<file path="src/rtl/cnn_pkg.sv">
package cnn_pkg;

  // element and word geometry
  localparam int BYTE_W  = 8;               // one int8 weight or activation
  localparam int LANES   = 32;              // bytes per weight word
  localparam int WORD_W  = LANES * BYTE_W;  // 256-bit read word

  // 32 products of two int8 values need at most 21 bits, so 24 leaves headroom
  localparam int ACC_W   = 24;

  localparam int RADDR_W = 6;               // up to 64 weight words

  // dot-product request, act lane i sits in bits 8i+7 down to 8i
  typedef struct packed {
    logic               valid;
    logic [RADDR_W-1:0] addr;               // weight word to read
    logic [WORD_W-1:0]  act;                // 32 signed activations
  } dot_req_t;

  // dot-product response
  typedef struct packed {
    logic                    valid;
    logic signed [ACC_W-1:0] sum;           // signed sum of lane products
  } dot_rsp_t;

endpackage

</file>
<file path="src/rtl/weight_loader.sv">
module weight_loader #(
  parameter int BLOCK_BYTES = 1440
) (
  input  logic                           clk,
  input  logic                           rst,
  input  logic                           start,
  input  logic [cnn_pkg::BYTE_W-1:0]     s_data,
  input  logic                           s_valid,
  output logic                           s_ready,
  output logic                           done,
  output logic                           wr_en,
  output logic [$clog2(BLOCK_BYTES)-1:0] wr_addr,
  output logic [cnn_pkg::BYTE_W-1:0]     wr_data
);

  localparam int WADDR_W = $clog2(BLOCK_BYTES);

  typedef enum logic {
    ST_IDLE,
    ST_LOAD
  } state_t;

  state_t             state;
  state_t             state_nxt;
  logic [WADDR_W-1:0] byte_cnt;   // bytes accepted so far in this block
  logic               accept;
  logic               last_byte;

  assign accept    = s_valid && s_ready;
  assign last_byte = accept && (byte_cnt == WADDR_W'(BLOCK_BYTES - 1));

  always_ff @(posedge clk) begin
    if (rst) begin
      state <= ST_IDLE;
    end else begin
      state <= state_nxt;
    end
  end

  always_comb begin
    state_nxt = state;
    case (state)
      ST_IDLE: begin
        if (start) begin
          state_nxt = ST_LOAD;
        end
      end
      ST_LOAD: begin
        if (last_byte) begin
          state_nxt = ST_IDLE;           // start is ignored while loading
        end
      end
      default: state_nxt = ST_IDLE;
    endcase
  end

  // byte counter doubles as the write address
  always_ff @(posedge clk) begin
    if (rst) begin
      byte_cnt <= '0;
    end else if (last_byte) begin
      byte_cnt <= '0;
    end else if (accept) begin
      byte_cnt <= byte_cnt + 1'b1;
    end
  end

  // one-cycle pulse at the edge where s_ready drops
  always_ff @(posedge clk) begin
    if (rst) begin
      done <= 1'b0;
    end else begin
      done <= last_byte;
    end
  end

  assign s_ready = (state == ST_LOAD);   // high from the edge after start
  assign wr_en   = s_ready && s_valid;
  assign wr_addr = byte_cnt;
  assign wr_data = s_data;

endmodule

</file>
<file path="config.mk">
export PLATFORM = sky130hd
export DESIGN_NAME = weight_loader
export DESIGN_NICKNAME = d
export VERILOG_FILES = /design/src/rtl/cnn_pkg.sv /design/src/rtl/weight_loader.sv
export SDC_FILE = /design/constraint.sdc
export NUM_CORES = 1
export LEC_CHECK = 0
export BUFFER_PORTS_ARGS = -buffer_cell sky130_fd_sc_hd__buf_4
export CAP_MARGIN = 20
export CELL_PAD_IN_SITES_DETAIL_PLACEMENT = 0
export CELL_PAD_IN_SITES_GLOBAL_PLACEMENT = 1
export CORE_ASPECT_RATIO = 0.7
export CORE_MARGIN = 2
export CORE_UTILIZATION = 31
export CTS_BUF_LIST = sky130_fd_sc_hd__clkbuf_8
export DETAILED_ROUTE_END_ITERATION = 10
export PLACE_DENSITY = 0.84
export SYNTH_ARGS = -nofsm -noshare
export SYNTH_HDL_FRONTEND = slang
export SYNTH_SLANG_ARGS = --single-unit
</file>
<file path="constraint.sdc">
create_clock -name clk -period 1.5 [get_ports clk]
set_input_delay 0.225 -clock clk [delete_from_list [all_inputs] [get_ports clk]]
set_output_delay 0.225 -clock clk [all_outputs]
set_load 0.02 [all_outputs]
</file>
==> results of run 1 <==
[stage by stage]
stage,instances,area (sq um),hold slack [ns],setup WS (ns),total power [mW]
finish,102,773,0.183,0.108,0.713
global route,102,773,0.173,0.00152,0.758
CTS,102,764,0.169,0.0528,0.724
detailed placement,98,718,0.430,0.0612,0.407
global placement,98,718,0.431,0.135,0.407
floorplan,66,616,0.297,0.0243,0.418
[sequential cells by signal, indices dropped and copies added (netlist names)]
signal,cells
s_ready,1
wr_addr,11
done,1
[report_power, final]
group,internal [mW],switching (mW)
sequential,0.350,0.00416
clock,0.184,0.128
combinational,0.0230,0.0236
[layout make-up]
type                            count  area share
Tap cell                           22      0.0356
Sequential cell                    13       0.337
Timing Repair Buffer               20       0.194
Clock inverter                      1     0.00647
Multi-Input combinational cell     43       0.374
Clock buffer                        3      0.0534
[repair_timing]
item                                   4_1_cts  5_1_grt
setup buffers                                0        0
hold buffers                                 0        0
setup endpoints to repair                    0        9
endpoints found under the hold margin        0        0
gates resized for setup                      0        1
[cell usage in the layout (no fill, tap or decap), types with 2 or more instances in the layout]
cell type and n:
nand4_1 4, dfxtp_1 13, buf_4 20, and2_1 2, clkbuf_8 3, nand3_1 2, nand2_1 3, and4_1 2
xor2_1 9, nor2_1 13
[kinds of logic after synthesis]
logic type	count (synthesis)	synth area share
fa+ha+maj	1	0.0203
buf+inv	10	0.122
mux	1	0.0163
xor+xnor	10	0.142
compound gates	1	0.0142
simple gates	30	0.262
flops	13	0.423
[metal layers]
layer  up-vias  track usage
met5         -            0
met4         0       0.0523
met3         2       0.0599
met2        12        0.207
met1       222        0.145
li1        244            -
[final timing paths]
check,end,depth (start not counted),startpoint
worst max-delay path,wr_addr[1],5,wr_addr[1]
worst min-delay path,wr_addr[2],2,rst
worst max register to register,wr_addr[1],5,wr_addr[1]
worst min register to register,s_ready,2,s_ready
==> impl_metrics.toml, run 1 <==
[run_status]
outcome = "finished clean"

[synth]
synth.distinct_cells = 19
syn_area_per_cell_sq_um = 9.33
ys_dominant_reg_cell = "dfxtp_1"
synth_fp_nets = 79
yosys-top-cells-count = "dfxtp_1 (13), nor2_1 (13), xor2_1 (9), buf_4 (8), nand4_1 (4)"
syn_area_sq_um = 616
async_flop_share = 0
synth.top_cell.area_share = 0.423
yosys_warnings = 0
synth_area_leader_cell = "dfxtp_1"
synth-edff-count = 0
yosysSeqAreaShare = 0.423
synthTopCellsByArea = "dfxtp_1 (42%), xor2_1 (13%), buf_4 (9.8%)"
synth-seq-cells = 13
syn_inst = 66

[global_route]
grt_pass1_vias = 458
grt_use_total = 0.126
gr-total-overflow = 0
grt_max_degree = 10
grt_pass1_wl_mm = 2.07
antenna_found_initial = 0

[critical_path]
slowest_delay_ns = 0.37
cp_cell_sequence = "ha_1, and4_4, and3_1, a31o_4, nor2_1"
start_kind = "flop"
slowest_stage = "dfxtp_1"
crit_required_ns = 1.64
critPathCaptureType = "flop"
cp_num_buf_inv = 0
crit_family = "simple AND/OR/NAND/NOR gates"
cp.arrival_ns = 1.53
worstPathMaxFanout = 9
r2r_slack_ns = 0.11
critical_path_class = "flop to flop"

[route]
vias = 480
wirelength_met1_um = 610
maxUsedRoutingLayer = "met4"
finalWirelength_mm = 1.32
dr_wl_met2_um = 599
wl_met3_um = 99
avgViaCountPerCell = 4.71
drtIter0Drc = 6
drc = 0
ant_nets = 0
routedWlPerCell_um = 12.9
drt_first_pass_iters = 4

[clock_tree]
root_buffer = "clkbuf_8"
cts_tree = "built"
clk_latency_ns = 0.25
cts_max_path_buffers = 2
clkTransAtPathRegs_ns = 0.06
numCtsBuffers = 3
cts_max_level = 1
clock_sinks = 13

[die]
core_sq_um = 1870
io_pins = 34
die_width_um = 57.3
initial_utilization = 0.329
die_h_um = 41.3
rows = 13
dieArea_sq_um = 2360

[place]
routabilityCongestion = 0.767
place.port_buffers = 17
dp_hpwl_um = 943

[sta]
max_slew.worst_pin.slew_ns = 0.519
period_needed_ns = 1.39
slew_viol_final = 0
hold_viol_final = 0
tns_ns = 0
setup_viol = 0
fin_crit_sh = 0.928
max_freq_ghz = 0.718
slew_headroom = 0.649
rsz0062_at_grt = "no"
clock_skew_ns = 0.00332

[min_path]
hold_class = "input port to flop"

[layout]
fillers = 185
final_core_util = 0.413
drive_gt1_frac = 0.325
num-nets-final = 94
num_antenna_cells = 0
regArea_sq_um = 260
multi_input_area_sq_um = 289
syn2layout_area_growth_pct = 25.6

[pwr]
leakage_nw = 0.346
vdd_ir_drop_max_mv = 0.387
power.density_nw_per_um2 = 922

[job]
cap_violations = 0
Power figures use the tool's default switching activity.
==> run 2: changes to the inputs <==
- RECOVER_POWER: unset -> 100
- SKIP_LAST_GASP: unset -> 1
==> impl_metrics.toml, run 2 (synthesized netlist as in run 1, its figures left out) <==
[run_status]
outcome = "finished clean"

[pwr]
power.density_nw_per_um2 = 979
leakage_nw = 0.290
report.power.total_mw = 0.707
vdd_ir_drop_max_mv = 0.386

[route]
finalWirelength_mm = 1.29
vias = 478
drc = 0
ant_nets = 0
drt_first_pass_iters = 3
avgViaCountPerCell = 4.69
routedWlPerCell_um = 12.7
drtIter0Drc = 5

[clock_tree]
clkTransAtPathRegs_ns = 0.06
clock_sinks = 13
cts_max_level = 1
cts_max_path_buffers = 2
clk_latency_ns = 0.25
root_buffer = "clkbuf_8"
cts_tree = "built"
numCtsBuffers = 3
cts_hold_buf = 0

[die]
dieArea_sq_um = 2360
io_pins = 34
core_sq_um = 1870
die_width_um = 57.3
die_h_um = 41.3
initial_utilization = 0.329
rows = 13

[sta]
hold_viol_final = 0
tns_ns = 0
slew_headroom = 0.665
rsz0062_at_grt = "no"
fin_ws_ns = 0.107
setup_viol = 0
slew_viol_final = 0
max_freq_ghz = 0.718
hold_ws_ns = 0.183
clock_skew_ns = 0.00293
max_slew.worst_pin.slew_ns = 0.495
period_needed_ns = 1.39
fin_crit_sh = 0.928

[critical_path]
rr_startpoint = "wr_addr[1]"
cp-startpoint = "wr_addr[1]"
start_kind = "flop"
critPathCaptureType = "flop"
critical_path_class = "flop to flop"
crit_required_ns = 1.64
worstPathMaxFanout = 9
cp.arrival_ns = 1.53

[global_route]
grt_pass1_vias = 458
gr-total-overflow = 0
antenna_found_initial = 0
grt_max_degree = 10
top_usage_layer = "met2"
grt_pass1_wl_mm = 2.07
grtUsageMet1 = 0.145
grt_use_met2 = 0.207
met3_usage = 0.0599
grt_use_total = 0.126

[min_path]
hold_class = "input port to flop"
min-delay-start = "rst"

[job]
cap_violations = 0

[layout]
largest_register_ffs = 11
fillers = 201
drive_gt1_frac = 0.163
syn2layout_area_growth_pct = 17.3
num-nets-final = 94
num_antenna_cells = 0
final_core_util = 0.386
final_cell_mix = "nor2_1 (13), dfxtp_1 (13), clkbuf_1 (13), xor2_1 (9), buf_4 (6)"

[place]
dp_slack_ns = 0.0612
routabilityCongestion = 0.767
place.port_buffers = 17
dp_hpwl_um = 943
-- run 2: cell count changes in the layout (fill, tap and decap cells not counted) --
cell and change:
and2_0 +1, and2_1 -1, buf_4 -14, clkbuf_1 +13, clkbuf_2 +1
-- run 2: where the power goes --
group	leakage, nW	switching [mW]	internal (mW)
sequential	0.105	0.00414	0.350
clock	0.0255	0.127	0.184
combinational	0.159	0.0235	0.0183
-- run 2: final timing paths --
kind	to	slack, ns	cells after the start
max	wr_addr[1]	0.11	5
min reg2reg	s_ready	0.53	2
max reg2reg	wr_addr[1]	0.11	5
min	wr_addr[2]	0.18	2
-- run 2: final cells by class --
| class | instances | area [sq um] | share of cell area |
|---|---|---|---|
| Clock inverter | 1 | 5.00 | 0.00693 |
| Tap cell | 22 | 27.5 | 0.0381 |
| Clock buffer | 3 | 41.3 | 0.0572 |
| Multi-Input combinational cell | 43 | 289 | 0.400 |
| Timing Repair Buffer | 20 | 98.8 | 0.137 |
| Sequential cell | 13 | 260 | 0.360 |
-- run 2: metrics by stage --
stage	area (sq um)	cells
floorplan	616	66
global placement	718	98
detailed placement	718	98
CTS	764	102
global route	722	102
finish	722	102
-- run 2: critical path, stage by stage (launching register included) --
cell and delay, ns:
dfxtp_1 0.37, ha_1 0.18, and4_4 0.25, and3_1 0.19
a31o_4 0.21, nor2_1 0.07
-- run 2: routing by layer --
layer / vias to the layer above / wire, um
li1: 241 / -
met1: 225 / 591
met2: 10 / 605
met3: 2 / 90
met4: 0 / 8
met5: - / 0
-- run 2: timing repair --
action / in CTS / in global routing
buffers inserted: 0 / 0
setup endpoints to repair: 0 / 9
gates resized for setup: 0 / 1
